==> config.mk <==
export PLATFORM = sky130hd
export DESIGN_NAME = fp_convert_unit
export DESIGN_NICKNAME = d
export VERILOG_FILES = /design/src/design/fp_convert_pkg.sv /design/src/design/fp_convert_unit.sv /design/src/design/fp_fti.sv /design/src/design/fp_itf.sv /design/src/design/fti_rounding_engine.sv
export VERILOG_INCLUDE_DIRS = /design/src /design/src/design
export SDC_FILE = /design/constraint.sdc
export NUM_CORES = 1
export LEC_CHECK = 0
export BUFFER_PORTS_ARGS = -buffer_cell sky130_fd_sc_hd__buf_2
export CORE_MARGIN = 2
export CORE_UTILIZATION = 55
export DETAILED_ROUTE_END_ITERATION = 16
export PLACE_DENSITY_LB_ADDON = 0.05
export SLEW_MARGIN = 20
export SYNTH_ARGS = -nofsm -noshare
export SYNTH_HDL_FRONTEND = slang
export SYNTH_HIERARCHICAL = 1
export SYNTH_SLANG_ARGS = --single-unit
==> constraint.sdc <==
create_clock -name clock -period 6.3 [get_ports clock]
set_input_delay 0.315 -clock clock [delete_from_list [all_inputs] [get_ports clock]]
set_output_delay 0.315 -clock clock [all_outputs]
set_load 0.05 [all_outputs]
==> src/design/fp_convert_config.svh <==
`ifndef FP_CONVERT_CONFIG_SVH
`define FP_CONVERT_CONFIG_SVH

// Width of a raw single-precision word
`define FP_FLOAT_WIDTH 32

// Width of the signed integer word on both paths
`define FP_INT_WIDTH 32

// Mantissa width with the hidden bit, so the stored fraction is one bit less
`define FP_MANT_WIDTH 24

// Exponent field width of the float encoding
`define FP_EXP_WIDTH 8

// Bias subtracted from the stored exponent field
`define FP_EXP_BIAS 127

// Clocks from an accepted input strobe to its output strobe
`define FP_PIPE_DEPTH 3

`endif

==> src/design/fp_convert_pkg.sv <==
`include "fp_convert_config.svh"

package fp_convert_pkg;

    // Raw single-precision word, sign in the MSB
    typedef logic [`FP_FLOAT_WIDTH-1:0] float_t;

    // Two's complement integer as seen on both converter ports
    typedef logic signed [`FP_INT_WIDTH-1:0] int_t;

    // Mantissa with the hidden bit restored at the top
    typedef logic [`FP_MANT_WIDTH-1:0] mant_t;

    // Unbiased exponent
    // The stored field of 255 wraps here, so infinities and NaNs are flagged apart
    typedef logic signed [`FP_EXP_WIDTH-1:0] exp_t;

    // Position of the integer LSB inside the mantissa
    // Zero means the mantissa needs no rounding at all
    typedef logic signed [`FP_EXP_WIDTH-1:0] shift_t;

endpackage

==> src/design/fp_convert_unit.sv <==
`timescale 1ns/1ps

module fp_convert_unit (
    input  logic                   clock,
    input  logic                   rst_n,
    // Float to integer path
    input  logic                   fti_in_valid,
    input  fp_convert_pkg::float_t fti_in_data,
    output logic                   fti_out_valid,
    output fp_convert_pkg::int_t   fti_out_data,
    // Integer to float path
    input  logic                   itf_in_valid,
    input  fp_convert_pkg::int_t   itf_in_data,
    output logic                   itf_out_valid,
    output fp_convert_pkg::float_t itf_out_data
);

    // The two paths are independent and only share clock and reset
    fp_fti fti (
        .clock     (clock),
        .rst_n     (rst_n),
        .in_valid  (fti_in_valid),
        .in_data   (fti_in_data),
        .out_valid (fti_out_valid),
        .out_data  (fti_out_data)
    );

    fp_itf itf (
        .clock     (clock),
        .rst_n     (rst_n),
        .in_valid  (itf_in_valid),
        .in_data   (itf_in_data),
        .out_valid (itf_out_valid),
        .out_data  (itf_out_data)
    );

endmodule

==> src/design/fp_fti.sv <==
`timescale 1ns/1ps
`include "fp_convert_config.svh"

module fp_fti (
    input  logic                   clock,
    input  logic                   rst_n,
    input  logic                   in_valid,
    input  fp_convert_pkg::float_t in_data,
    output logic                   out_valid,
    output fp_convert_pkg::int_t   out_data
);

    localparam int FRAC_BITS = `FP_MANT_WIDTH - 1;
    localparam int EXP_LSB   = FRAC_BITS;
    localparam int INT_MSB   = `FP_INT_WIDTH - 1;

    // Saturation limits of the signed result
    localparam fp_convert_pkg::int_t INT_MAX = {1'b0, {INT_MSB{1'b1}}};
    localparam fp_convert_pkg::int_t INT_MIN = {1'b1, {INT_MSB{1'b0}}};

    logic s1_valid;
    logic s2_valid;

    // Valid strobe travels alongside the data, one register per stage
    always_ff @(posedge clock or negedge rst_n) begin
        if (!rst_n) begin
            s1_valid  <= 1'b0;
            s2_valid  <= 1'b0;
            out_valid <= 1'b0;
        end else begin
            s1_valid  <= in_valid;
            s2_valid  <= s1_valid;
            out_valid <= s2_valid;
        end
    end

    //////////////////////////////////////////////////////////////////////////
    // Stage 1 splits the float into its fields
    //////////////////////////////////////////////////////////////////////////

    logic                  s1_sign;
    fp_convert_pkg::exp_t  s1_exp;
    fp_convert_pkg::mant_t s1_mant;
    logic                  s1_subnormal;
    logic                  s1_frac_zero;
    logic                  s1_special;

    always_ff @(posedge clock) begin
        if (in_valid) begin
            s1_sign      <= in_data[`FP_FLOAT_WIDTH-1];
            // Hidden bit restored here; subnormals are flushed later anyway
            s1_mant      <= {1'b1, in_data[FRAC_BITS-1:0]};
            s1_exp       <= fp_convert_pkg::exp_t'(
                $signed({1'b0, in_data[EXP_LSB +: `FP_EXP_WIDTH]}) - `FP_EXP_BIAS);
            s1_subnormal <= (in_data[EXP_LSB +: `FP_EXP_WIDTH] == '0);
            s1_frac_zero <= (in_data[FRAC_BITS-1:0] == '0);
            // Infinity and NaN, whose unbiased exponent does not fit in exp_t
            s1_special   <= (in_data[EXP_LSB +: `FP_EXP_WIDTH] == '1);
        end
    end

    //////////////////////////////////////////////////////////////////////////
    // Stage 2 moves the binary point and saturates
    //////////////////////////////////////////////////////////////////////////

    logic                         overflow;
    logic [`FP_INT_WIDTH-1:0]     mant_wide;
    fp_convert_pkg::int_t         shifted;
    fp_convert_pkg::shift_t       lsb_index;

    // Exactly 2^31 with the sign set is the one exponent-31 value that fits
    // It takes the shift path as 0x80000000, which negates to that same value
    assign overflow = s1_special || (s1_exp > 31) ||
                      ((s1_exp == 31) && (!s1_sign || !s1_frac_zero));

    assign mant_wide = `FP_INT_WIDTH'(s1_mant);

    always_comb begin
        if (overflow) begin
            shifted = s1_sign ? INT_MIN : INT_MAX;
        end else if (s1_subnormal || (s1_exp < 0)) begin
            shifted = '0;
        end else if (s1_exp < FRAC_BITS) begin
            shifted = mant_wide >> (FRAC_BITS - s1_exp);
        end else begin
            shifted = mant_wide << (s1_exp - FRAC_BITS);
        end
    end

    // Exponent -1 gives index 24, so the hidden bit acts as guard and 0.5 ties to 0
    // From exponent 23 up every mantissa bit lands in the integer
    always_comb begin
        if ((s1_exp < -1) || (s1_exp >= FRAC_BITS)) begin
            lsb_index = '0;
        end else begin
            lsb_index = fp_convert_pkg::shift_t'(FRAC_BITS - s1_exp);
        end
    end

    logic                   s2_sign;
    logic                   s2_sat;
    fp_convert_pkg::mant_t  s2_mant;
    fp_convert_pkg::int_t   s2_shifted;
    fp_convert_pkg::shift_t s2_lsb_index;

    always_ff @(posedge clock) begin
        s2_sign      <= s1_sign;
        s2_sat       <= overflow;
        s2_mant      <= s1_mant;
        s2_shifted   <= shifted;
        s2_lsb_index <= lsb_index;
    end

    //////////////////////////////////////////////////////////////////////////
    // Stage 3 rounds the magnitude and applies the sign
    //////////////////////////////////////////////////////////////////////////

    logic                 round_up;
    fp_convert_pkg::int_t magnitude;

    fti_rounding_engine #(
        .DATA_WIDTH(`FP_MANT_WIDTH)
    ) rounder (
        .data_in      (s2_mant),
        .lsb_index    (s2_lsb_index),
        .mantissa_lsb (s2_shifted[0]),
        .round_up     (round_up)
    );

    // Largest rounded magnitude is about 2^23, so this add cannot wrap
    assign magnitude = s2_shifted + fp_convert_pkg::int_t'(round_up);

    always_ff @(posedge clock) begin
        if (s2_sat) begin
            out_data <= s2_shifted;
        end else begin
            out_data <= s2_sign ? -magnitude : magnitude;
        end
    end

    // Fixed latency, one result per accepted float
    fixed_latency: assert property (@(posedge clock) disable iff (!rst_n)
        out_valid == $past(in_valid, `FP_PIPE_DEPTH))
        else $error("float to integer strobe broke the fixed pipeline latency");

endmodule

==> src/design/fp_itf.sv <==
`timescale 1ns/1ps
`include "fp_convert_config.svh"

module fp_itf (
    input  logic                   clock,
    input  logic                   rst_n,
    input  logic                   in_valid,
    input  fp_convert_pkg::int_t   in_data,
    output logic                   out_valid,
    output fp_convert_pkg::float_t out_data
);

    localparam int INT_W    = `FP_INT_WIDTH;
    localparam int FRAC_W   = `FP_MANT_WIDTH - 1;
    localparam int DROP_W   = INT_W - `FP_MANT_WIDTH;
    localparam int LZ_WIDTH = $clog2(INT_W) + 1;
    // Biased exponent of a magnitude whose leading one sits in the MSB
    localparam int EXP_TOP  = `FP_EXP_BIAS + INT_W - 1;

    logic s1_valid;
    logic s2_valid;

    always_ff @(posedge clock or negedge rst_n) begin
        if (!rst_n) begin
            s1_valid  <= 1'b0;
            s2_valid  <= 1'b0;
            out_valid <= 1'b0;
        end else begin
            s1_valid  <= in_valid;
            s2_valid  <= s1_valid;
            out_valid <= s2_valid;
        end
    end

    //////////////////////////////////////////////////////////////////////////
    // Stage 1, sign and unsigned magnitude
    //////////////////////////////////////////////////////////////////////////

    logic             s1_sign;
    logic [INT_W-1:0] s1_mag;

    // Negating -2^31 gives 0x80000000, which read as unsigned is the exact magnitude
    always_ff @(posedge clock) begin
        if (in_valid) begin
            s1_sign <= in_data[INT_W-1];
            s1_mag  <= in_data[INT_W-1] ? INT_W'(-in_data) : INT_W'(in_data);
        end
    end

    //////////////////////////////////////////////////////////////////////////
    // Stage 2, leading-zero count and normalization
    //////////////////////////////////////////////////////////////////////////

    logic [LZ_WIDTH-1:0] lead_zeros;

    // Scanning upward leaves the count of the highest set bit
    always_comb begin
        lead_zeros = '0;
        for (int i = 0; i < INT_W; i++) begin
            if (s1_mag[i]) begin
                lead_zeros = LZ_WIDTH'(INT_W - 1 - i);
            end
        end
    end

    logic                     s2_sign;
    logic                     s2_zero;
    logic [INT_W-1:0]         s2_norm;
    logic [`FP_EXP_WIDTH-1:0] s2_exp;

    always_ff @(posedge clock) begin
        s2_sign <= s1_sign;
        s2_zero <= (s1_mag == '0);
        s2_norm <= s1_mag << lead_zeros;
        s2_exp  <= `FP_EXP_WIDTH'(EXP_TOP - lead_zeros);
    end

    //////////////////////////////////////////////////////////////////////////
    // Stage 3, round to nearest even and pack
    //////////////////////////////////////////////////////////////////////////

    fp_convert_pkg::mant_t    top_bits;
    logic                     guard;
    logic                     sticky;
    logic                     round_up;
    logic [`FP_MANT_WIDTH:0]  rounded;
    logic [`FP_EXP_WIDTH-1:0] exp_final;

    assign top_bits = s2_norm[INT_W-1 -: `FP_MANT_WIDTH];
    assign guard    = s2_norm[DROP_W-1];
    assign sticky   = |s2_norm[DROP_W-2:0];
    assign round_up = guard & (sticky | top_bits[0]);
    assign rounded  = {1'b0, top_bits} + (`FP_MANT_WIDTH+1)'(round_up);

    // On a carry out the mantissa becomes 2^24, whose low bits are all zero
    // So the fraction field can be taken from the same bits either way
    assign exp_final = s2_exp + `FP_EXP_WIDTH'(rounded[`FP_MANT_WIDTH]);

    always_ff @(posedge clock) begin
        if (s2_zero) begin
            out_data <= '0;
        end else begin
            out_data <= {s2_sign, exp_final, rounded[FRAC_W-1:0]};
        end
    end

    // Largest integer is below 2^32, far from the infinity encoding
    exp_below_inf: assert property (@(posedge clock) disable iff (!rst_n)
        out_valid |-> (out_data[FRAC_W +: `FP_EXP_WIDTH] != '1))
        else $error("integer to float produced an infinity or NaN exponent");

endmodule

==> src/design/fti_rounding_engine.sv <==
`timescale 1ns/1ps

module fti_rounding_engine #(
    parameter int DATA_WIDTH = 24
) (
    input  logic [DATA_WIDTH-1:0]  data_in,
    input  fp_convert_pkg::shift_t lsb_index,
    input  logic                   mantissa_lsb,
    output logic                   round_up
);

    // Guard is the first bit dropped below the integer LSB
    logic guard;
    // Sticky collects every bit below the guard
    logic sticky;

    // Walk the mantissa once and sort each bit by its place relative to the index
    // An index of 0 matches no bit, so guard and sticky both stay low
    always_comb begin
        guard  = 1'b0;
        sticky = 1'b0;
        for (int i = 0; i < DATA_WIDTH; i++) begin
            if (i == lsb_index - 1) begin
                guard = data_in[i];
            end else if (i < lsb_index - 1) begin
                sticky = sticky | data_in[i];
            end
        end
    end

    // Round half to even
    // Above one half rounds up, an exact half rounds up only from an odd result
    assign round_up = guard & (sticky | mantissa_lsb);

    // The index comes from the exponent decode in the converter pipeline
    // Anything past the mantissa would mean that decode lets a wide shift through
    // Before the first float reaches stage 2 the index is still unknown
    lsb_index_in_range: assert property (@(lsb_index)
        !$isunknown(lsb_index) |-> lsb_index <= DATA_WIDTH)
        else $error("rounding index %0d is past the mantissa width", lsb_index);

endmodule

# After elaboration in Yosys (flattened, before gate mapping)
# Cells that the tools add are included.
[classes]
add_sub_neg = 10
n_lt_le_gt_ge = 29
eq_ne = 25
shift = 3
n_mux = 111
n_bitwise = 26
reduce_logical = 13
[op_table]
columns = ["op", "count"]
rows = [
  ["5-bit by 32-bit == test with 1-bit output (first input constant)", 8],
  ["6-bit by 32-bit == test with 1-bit output (first input constant)", 8],
  ["5-bit by 32-bit less-than comparator with 1-bit output (first input constant)", 8],
  ["6-bit by 32-bit less-than comparator with 1-bit output (first input constant)", 8],
  ["32-bit 2-to-1 mux", 6],
  ["5-bit 2-to-1 mux", 32],
  ["4-bit by 32-bit == test with 1-bit output (first input constant)", 4],
  ["4-bit by 32-bit less-than comparator with 1-bit output (first input constant)", 4],
  ["1-bit 2-to-1 mux", 72],
  ["3-bit by 32-bit == test with 1-bit output (first input constant)", 2],
  ["32-bit zero test", 2],
  ["3-bit by 32-bit less-than comparator with 1-bit output (first input constant)", 2],
  ["32-bit negation", 2],
  ["32-bit by 2-bit adder with 32-bit output", 1],
  ["2-bit by 32-bit == test with 1-bit output (first input constant)", 1],
  ["1-bit by 32-bit less-than comparator with 1-bit output (first input constant)", 1],
  ["2-bit by 32-bit less-than comparator with 1-bit output (first input constant)", 1],
  ["24-bit by 32-bit << shifter with 32-bit output", 1],
  ["32-bit by 5-bit << shifter with 32-bit output", 1],
  ["24-bit by 32-bit >> shifter with 32-bit output", 1],
  ["31-bit 2-to-1 mux", 1],
  ["24-bit by 1-bit adder with 25-bit output", 1],
  ["1-bit OR", 24],
  ["23-bit zero test", 1],
  ["18 further kinds", 25],
]
[totals]
ff_bits = 245
input_bits = 68
output_inout_bits = 66
word_cells = 243

# Depth between registers and ports, before layout
# Gate-level depths: netlist of the first run.
[depth]
word_depth = 78
ltp_mapped = 28
ltp_nobuf = 23

# Cells and area by module
# The synthesis of the first run kept the hierarchy.
[by_module_without_submodules]
columns = ["mod", "n_inst", "cells_each", "area_per_inst_um2", "seq_area_each_um2"]
rows = [
  ["fp_fti", 1, 994, 8579.5, 3067.9],
  ["fp_itf", 1, 702, 6416.2, 2547.4],
  ["fti_rounding_engine", 1, 223, 1361.3, 0.0],
]

# Worst setup path after synthesis of the first run
# OpenSTA, ideal clock, no wires.
[synth_path]
path_kind = "reg-to-reg"
start = "register fti.s2_lsb_index[0]"
end = "register fti.out_data[26]"
setup_ns = 0.072
arrival_time_ns = 5.950
required_ns = 6.228
slack_ns = 0.279
stages_incl_launch_ff = 27
path_buffers = 4
synth_period_minus_slack_ns = 6.021
path_cell_list = "dfxtp_1 clkbuf_1 inv_1 ha_1 or4b_4 a2111oi_2 o31ai_1 buf_4 nor3_2 ha_1 xnor2_1 xnor2_1 and3b_1 o32a_1 ha_1 ha_1 clkbuf_2 nand4_2 nand4_4 a2111oi_2 o21bai_2 or2_4 or2_1 clkbuf_2 or3_1 a31oi_1 xor2_1"
[synth_via]
elab_chain_cells = 78
word_cells_on_any_way = 149
cone_classes = "add/sub: 3; order compare: 24; eq/ne: 23; mux: 74; bitwise: 24; reduce/logical: 1"
[synth_rtl]
columns = ["item", "line_no", "rtl"]
rows = [
  ["start: declaration", "fp_fti.sv:104", "fp_convert_pkg::shift_t s2_lsb_index;"],
  ["start signal: assignment", "fp_fti.sv:111", "s2_lsb_index <= lsb_index;"],
  ["8-bit by 2-bit subtractor with 9-bit output (*)", "fti_rounding_engine.sv:23, fti_rounding_engine.sv:25", ""],
  ["1-bit by 32-bit less-than comparator with 1-bit output", "fti_rounding_engine.sv:25", "end else if (i < lsb_index - 1) begin"],
  ["1-bit 2-to-1 mux", "fti_rounding_engine.sv:25", ""],
  ["1-bit 2-to-1 mux", "fti_rounding_engine.sv:23", "if (i == lsb_index - 1) begin"],
  ["1-bit OR", "fti_rounding_engine.sv:26", "sticky = sticky | data_in[i];"],
  ["1-bit 2-to-1 mux", "fti_rounding_engine.sv:25", ""],
  ["1-bit 2-to-1 mux", "fti_rounding_engine.sv:23", ""],
  ["1-bit OR", "fti_rounding_engine.sv:26", ""],
  ["[63 not listed]", "--", ""],
  ["1-bit 2-to-1 mux", "fti_rounding_engine.sv:23", ""],
  ["1-bit OR", "fti_rounding_engine.sv:33", "assign round_up = guard & (sticky | mantissa_lsb);"],
  ["1-bit bitwise AND (*)", "fti_rounding_engine.sv:33", ""],
  ["named net fti.round_up", "fp_fti.sv:118", "logic round_up;"],
  ["32-bit by 2-bit adder with 32-bit output (*)", "fp_fti.sv:131", "assign magnitude = s2_shifted + fp_convert_pkg::int_t'(round_up);"],
  ["32-bit negation", "fp_fti.sv:137", "out_data <= s2_sign ? -magnitude : magnitude;"],
  ["32-bit 2-to-1 mux (*)", "fp_fti.sv:137", ""],
  ["32-bit 2-to-1 mux (*)", "fp_fti.sv:134", "if (s2_sat) begin"],
  ["end signal: assignment", "fp_fti.sv:135", "out_data <= s2_shifted;"],
  ["end signal: assignment", "fp_fti.sv:137", ""],
  ["end: declaration", "fp_fti.sv:10", "output fp_convert_pkg::int_t out_data"],
]
# The timed path passes the listed nets; every way through them passes the cells marked *.
# A chain may end at the register's enable or synchronous reset.

# Worst setup path in the final report of the first run
# Same ends and word-level chain as after synthesis.

==> flow_metrics.py, run 1 <==
metrics = {
    "layout": {
        "final-seq-area_sq_um": 5620,
        "final_nets": 2098,
        "fillers": 2522,
        "stdcell_count": 2423,
        "syn_to_final_growth_pct": 12.4,
        "drive_above_1_share": 0.161,
        "n_antenna_cell": 0,
        "multi_input_area_sq_um": 9970,
        "post-route-util": 0.624,
    },
    "sta": {
        "setup_tns_ns": 0,
        "relSlewSlack": 0.276,
        "worst_pin_slew_ns": 1.08,
        "finalCritPeriodShare": 0.948,
        "report.final.slew_viol_count": 0,
        "rsz0062_at_grt": "false",
        "holdWs_ns": 0.0506,
        "finalSetupViolCount": 0,
        "hold_viol_final": 0,
        "fmax_mhz": 168,
        "fin_crit_ns": 5.97,
        "finClkSkew_ns": 0.0268,
    },
    "placement": {
        "dp_cells": 2347,
        "dp_hpwl_microns": 35500,
        "io_buffers": 133,
        "routabilityCongestion": 1.02,
    },
    "power": {
        "switching_share": 0.373,
        "leakage_nw": 6.93,
        "p_comb_frac": 0.307,
        "p_per_area_nw_per_um2": 285,
        "ir_drop_uv": 220,
        "intPower_mw": 3.29,
        "seq_power_share": 0.395,
        "switchingPower_mw": 1.95,
        "p_clk_frac": 0.299,
    },
    "routing": {
        "drt_iter0_drc": 1762,
        "wirelength_microns": 48500,
        "vias_per_cell": 6.44,
        "routedWlPerCell_microns": 20.0,
        "drc": 0,
        "ant_nets": 0,
        "firstDrtPassIters": 7,
        "dr_total_vias": 15600,
    },
    "clock_tree": {
        "cts-root-buf": "clkbuf_16",
        "numCtsBuffers": 27,
        "clkLatencyLatePin_ns": 0.57,
        "cts_sinks": 245,
        "clockBufferDepth": 3,
        "htree_levels": 1,
        "clk_pin_slew_ns": 0.06,
        "postCtsSetupBuffers": 0,
        "cts_tree": "done",
    },
    "die": {
        "io_pins": 134,
        "die_height_microns": 176,
        "die_w_microns": 176,
        "num_rows": 63,
        "coreArea_sq_um": 29500,
        "start_util": 0.555,
        "die_area_sq_um": 31100,
    },
    "synthesis": {
        "yosysWarningCount": 6,
        "syn_avg_cell_area_sq_um": 8.52,
        "synth_seq_cells": 245,
        "synth-edff-count": 68,
        "synthCells": 1919,
        "synth_cell_types": 113,
        "synth_area_leaders": "dfxtp_1 (21%), edfxtp_1 (12%), nand2_1 (4.3%)",
        "synth_area_sq_um": 16400,
        "async_flop_share": 0.0245,
        "ys_seq_area_frac": 0.343,
        "ys.flop_type": "dfxtp_1",
        "yosysTopAreaCellShare": 0.209,
        "synth_top_area_cell": "dfxtp_1",
    },
    "setup_path": {
        "setup.worst_path.class": "reg2reg",
        "arrival_ns": 6.45,
        "crit_fanout": 19,
        "crit_path_end_kind": "flop",
        "required_ns": 6.78,
        "start_kind": "flop",
    },
    "global_routing": {
        "antenna_found_initial": 0,
        "track_usage": 0.308,
        "grt_pass1_vias": 14500,
        "grt_pass1_wl_microns": 77400,
        "grt_max_degree": 54,
        "overflow": 0,
    },
    "status": {
        "status": "completed",
    },
    "worst_hold_path": {
        "min_path_type": "in2reg",
    },
    "run": {
        "cap_violations": 0,
    },
}
==> area by class of cell <==
class,count,area share
clock buffer,36,0.0414
clock inverter,14,0.00721
inverter,50,0.0105
multi-input combinational,1490,0.542
sequential,245,0.306
tap,390,0.0265
timing repair buffer,198,0.0663
==> worst paths after layout <==
check | from | cells after the start | to | slack, ns
max reg2reg | fti/s2_lsb_index[0] | 21 | fti/out_data[26] | 0.33
min in group asynchronous | rst_n | 2 | itf/s1_valid | 0.10
max in group asynchronous | rst_n | 2 | fti/out_valid | 6.06
min | itf_in_data[21] | 2 | itf/s1_mag[21] | 0.05
min reg2reg | itf/s1_valid | 0 | itf/s2_valid | 0.35
max | fti/s2_lsb_index[0] | 21 | fti/out_data[26] | 0.33
==> cell families after synthesis <==
| family | Yosys count | share of synthesized area |
|---|---|---|
| adder cells (fa/ha/maj) | 19 | 0.0144 |
| AO/OA/AOI/OAI | 524 | 0.223 |
| buffers and inverters | 185 | 0.0506 |
| flip-flops | 245 | 0.343 |
| XOR/XNOR | 133 | 0.0712 |
| AND/OR/NAND/NOR | 707 | 0.216 |
| multiplexers | 105 | 0.0818 |
| other | 1 | 0.000229 |
==> power by group through the flow <==
| stage | Sequential [mW] | Combinational, mW | Clock [mW] |
|---|---|---|---|
| after floorplan | 2.27 | 0.947 | 0 |
| after global placement | 2.09 | 1.56 | 0 |
| after detailed placement | 2.10 | 1.56 | 0 |
| after CTS | 2.06 | 1.58 | 1.60 |
| after global routing | 2.09 | 1.73 | 1.66 |
| final | 2.07 | 1.61 | 1.56 |
==> synthesized netlist by cell type (8+ instances only) <==
master and number:
mux2i_1 69, a22oi_1 33, nand2_1 188, o31ai_1 23
a31oi_1 25, a32oi_1 8, mux2_2 13, o21ai_0 100
dfxtp_1 171, o21ai_1 9, clkbuf_1 76, a211oi_1 40
nor3_1 60, nor2_1 186, a221oi_1 10, nor4_1 26
inv_1 47, nand4_1 23, mux4_2 19, and3_1 18
ha_1 18, xor2_1 58, edfxtp_1 68, and2_1 10
buf_1 16, o221ai_1 9, o22ai_1 23, a21oi_1 111
nor2b_1 16, or4_1 10, xnor2_1 75, or3_1 19
nand3_1 79, o211ai_1 28, nand2b_1 11, buf_2 27
==> state kept, by name, summed over array words and instances (netlist names), 8 cells and up <==
name	cells
itf/s1_mag	32
fti/s2_lsb_index	8
itf/s2_norm	32
fti/s1_mant	23
fti/s2_mant	23
itf/s2_exp	8
fti/s1_exp	8
fti/out_data	32
fti/s2_shifted	32
itf/out_data	32
==> worst max-delay path: stages (launching register included) <==
cell,delay (ns)
dfxtp_1,0.31
inv_1,0.13
ha_1,0.18
or4b_4,0.50
a2111oi_4,0.38
o31ai_2,0.16
buf_4,0.22
nor2_2,0.34
a21o_1,0.18
nand4b_1,0.11
nand4b_1,0.20
o32a_1,0.38
ha_1,0.27
and4_1,0.39
and3_4,0.27
a2111oi_4,0.35
o211ai_1,0.17
or2_4,0.31
or2_1,0.31
or3_1,0.37
a31oi_1,0.20
xor2_1,0.16
==> placed cells by master, fill, tap and decap left out, types with 33 or more instances in the layout <==
cell type	instances
nand3_1	79
nand2_1	188
a211oi_1	39
xor2_1	57
inv_1	47
nor2_1	186
dfxtp_1	168
a21oi_1	110
edfxtp_1	68
xnor2_1	75
a22oi_1	33
o21ai_0	99
buf_2	133
nor3_1	60
mux2i_1	69
buf_4	39
==> repair_timing <==
action | CTS | global route
hold buffers | 26 | 0
endpoints found under the setup margin | 0 | 8
hold endpoints to repair | 31 | 0
resized for setup | 0 | 8
==> through the flow <==
stage | setup slack [ns] | instance area, sq um | total power, mW
after CTS | 0.236 | 18300 | 5.24
after global placement | 0.329 | 17200 | 3.65
final | 0.330 | 18400 | 5.24
after floorplan | 0.279 | 16400 | 3.21
after global routing | 0.0276 | 18400 | 5.48
after detailed placement | 0.269 | 17200 | 3.65
==> routing by layer <==
metal | up-vias | routed length (microns) | GRT usage
met5 | - | 0 | 0
met4 | 0 | 2630 | 0.138
met3 | 217 | 3370 | 0.0437
met2 | 800 | 23700 | 0.541
met1 | 7285 | 18700 | 0.375
li1 | 7308 | - | -
(Power assumes the default switching activity.)
==> inputs of run 2 (changes only) <==
Settings changed: RECOVER_POWER from default to 50.
==> run 2 against run 1 <==
  * The run now ends with capacitance limit, slew limit left
  * Global-route usage is the same
  * Die area did not move
  * Non-clock buffer count stayed put
  * First-iteration DRC count rose by 6.9%
  * Clock power about the same
  * Routed wire length shrank 0.15%
  * Combinational power about the same
  * Sequential share of layout area is 0.13 points higher
  * Worst setup slack lost 0.0069 ns
  * Clock skew grew 0.0015 ns
  * Via count down 0.40%
  * Core utilization fell by 0.28 points
  * Critical endpoint unchanged
==> flow_metrics.py, run 2 (same netlist as run 1, synthesis figures left out) <==
metrics = {
    "power": {
        "intPower_mw": 3.27,
        "p_per_area_nw_per_um2": 286,
        "leakage_nw": 6.74,
        "p_comb_frac": 0.305,
        "p_clk_frac": 0.300,
        "ir_drop_uv": 220,
        "seq_power_share": 0.396,
        "switchingPower_mw": 1.96,
        "switching_share": 0.374,
    },
    "routing": {
        "ant_nets": 0,
        "wirelength_microns": 48400,
        "drc": 0,
        "dr_total_vias": 15500,
        "vias_per_cell": 6.42,
        "drt_iter0_drc": 1883,
        "firstDrtPassIters": 6,
        "routedWlPerCell_microns": 20.0,
    },
    "global_routing": {
        "grt_pass1_wl_microns": 77400,
        "grt_pass1_vias": 14500,
        "overflow": 0,
        "grt_max_degree": 54,
        "track_usage": 0.308,
        "antenna_found_initial": 0,
    },
    "clock_tree": {
        "clkLatencyLatePin_ns": 0.57,
        "cts_sinks": 245,
        "htree_levels": 1,
        "postCtsSetupBuffers": 0,
        "cts_tree": "done",
        "clk_pin_slew_ns": 0.06,
        "numCtsBuffers": 27,
        "cts-root-buf": "clkbuf_16",
        "clockBufferDepth": 3,
    },
    "layout": {
        "layout_common_cells": "nand2_1 (188), nor2_1 (186), dfxtp_1 (169), a21oi_1 (110), o21ai_0 (99)",
        "syn_to_final_growth_pct": 11.9,
        "n_antenna_cell": 0,
        "fillers": 2555,
        "final_nets": 2098,
        "drive_above_1_share": 0.129,
        "mostFrequentLayoutCell": "nand2_1",
    },
    "run": {
        "cap_violations": 2,
    },
    "sta": {
        "setup_tns_ns": 0,
        "finalCritPeriodShare": 0.949,
        "finClkSkew_ns": 0.0283,
        "report.final.slew_viol_count": 72,
        "hold_viol_final": 0,
        "finalSetupViolCount": 0,
        "rsz0062_at_grt": "false",
        "setup_ws_ns": 0.323,
        "fin_crit_ns": 5.98,
        "fmax_mhz": 167,
        "worst_pin_slew_ns": 1.91,
        "relSlewSlack": -0.275,
    },
    "die": {
        "io_pins": 134,
        "num_rows": 63,
        "start_util": 0.555,
        "die_height_microns": 176,
        "die_w_microns": 176,
        "die_area_sq_um": 31100,
        "coreArea_sq_um": 29500,
    },
    "worst_hold_path": {
        "min_path_type": "in2reg",
    },
    "setup_path": {
        "setup.worst_path.class": "reg2reg",
        "max_stage_delay_ns": 0.50,
        "arrival_ns": 6.46,
        "critical_path.top_delay_family": "simple AND/OR/NAND/NOR gates",
        "required_ns": 6.78,
        "start_kind": "flop",
        "critPathSlowestCell": "or4b_4",
        "crit_chain": "inv_1 -> ha_1 -> or4b_4 -> a2111oi_4 -> o31ai_2 -> buf_4 -> nor2_2 -> a21o_1 -> nand4b_1 -> nand4b_1 -> o32a_1 -> ha_1 -> and4_1 -> and3_4 -> a2111oi_4 -> o211ai_1 -> or2_4 -> or2_1 -> or3_1 -> a31oi_1 -> xor2_1",
        "crit_fanout": 19,
        "path_buf_inv": 2,
        "crit_path_end_kind": "flop",
    },
    "placement": {
        "io_buffers": 133,
        "pre_cts_ws_ns": 0.269,
        "routabilityCongestion": 1.02,
        "dp_hpwl_microns": 35500,
    },
    "status": {
        "status": "complete, but fails checks",
        "violations": "capacitance limit, slew limit",
    },
}
==> run 2: path summary, 6_finish.rpt <==
path / from / end / slack (ns) / depth (start not counted)
min reg2reg: itf/s1_valid / itf/s2_valid / 0.35 / 0
max reg2reg: fti/s2_lsb_index[0] / fti/out_data[26] / 0.32 / 21
max in group asynchronous: rst_n / fti/out_valid / 5.91 / 2
max: fti/s2_lsb_index[0] / fti/out_data[26] / 0.32 / 21
min in group asynchronous: rst_n / fti/s1_valid / 0.15 / 2
min: itf_in_data[21] / itf/s1_mag[21] / 0.05 / 2
==> run 2: worst register-to-register path: stages, from the launching register on <==
cell	delay, ns
dfxtp_1	0.31
inv_1	0.13
ha_1	0.18
or4b_4	0.50
a2111oi_4	0.38
o31ai_2	0.15
buf_4	0.22
nor2_2	0.34
a21o_1	0.18
nand4b_1	0.11
nand4b_1	0.20
o32a_1	0.40
ha_1	0.27
and4_1	0.39
and3_4	0.27
a2111oi_4	0.36
o211ai_1	0.17
or2_4	0.32
or2_1	0.31
or3_1	0.37
a31oi_1	0.20
xor2_1	0.16
==> run 2: per-stage QoR <==
| step | instances | hold WS [ns] | power (mW) | utilization | instance area [sq um] |
|---|---|---|---|---|---|
| 3_3_place_gp | 2347 | 0.136 | 3.65 | 0.583 | 17200 |
| 3_5_place_dp | 2347 | 0.146 | 3.65 | 0.583 | 17200 |
| 2_1_floorplan | 1920 | 0.0194 | 3.21 | - | 16400 |
| 4_1_cts | 2423 | 0.0359 | 5.24 | 0.622 | 18300 |
| 6_report | 2423 | 0.0484 | 5.23 | 0.621 | 18300 |
| 5_1_grt | 2423 | 0.0544 | 5.47 | 0.621 | 18300 |
==> run 2: layout make-up <==
cell class | count | area [sq um] | area share
Timing Repair Buffer | 198 | 1140 | 0.0622
Clock inverter | 14 | 133 | 0.00724
Tap cell | 390 | 488 | 0.0267
Inverter | 50 | 193 | 0.0105
Clock buffer | 36 | 762 | 0.0416
Multi-Input combinational cell | 1490 | 9970 | 0.545
Sequential cell | 245 | 5620 | 0.307
==> run 2: timing repair <==
item                                    4_1_cts  5_1_grt
hold buffers                                 26        0
resized for setup                             0        8
hold endpoints to repair                     31        0
endpoints found under the setup margin        0        8
==> run 2: power by group through the flow <==
stage	sequential (mW)	clock (mW)	combinational, mW
final	2.07	1.57	1.59
after global routing	2.10	1.66	1.71
after CTS	2.06	1.60	1.58
after detailed placement	2.10	0	1.56
after global placement	2.09	0	1.56
after floorplan	2.27	0	0.947
==> run 2: metal layers <==
| layer | part of all wire | track usage | vias up |
|---|---|---|---|
| li1 | - | - | 7302 |
| met1 | 0.38 | 0.375 | 7234 |
| met2 | 0.50 | 0.541 | 808 |
| met3 | 0.073 | 0.0437 | 204 |
| met4 | 0.052 | 0.138 | 0 |
| met5 | 0 | 0 | - |
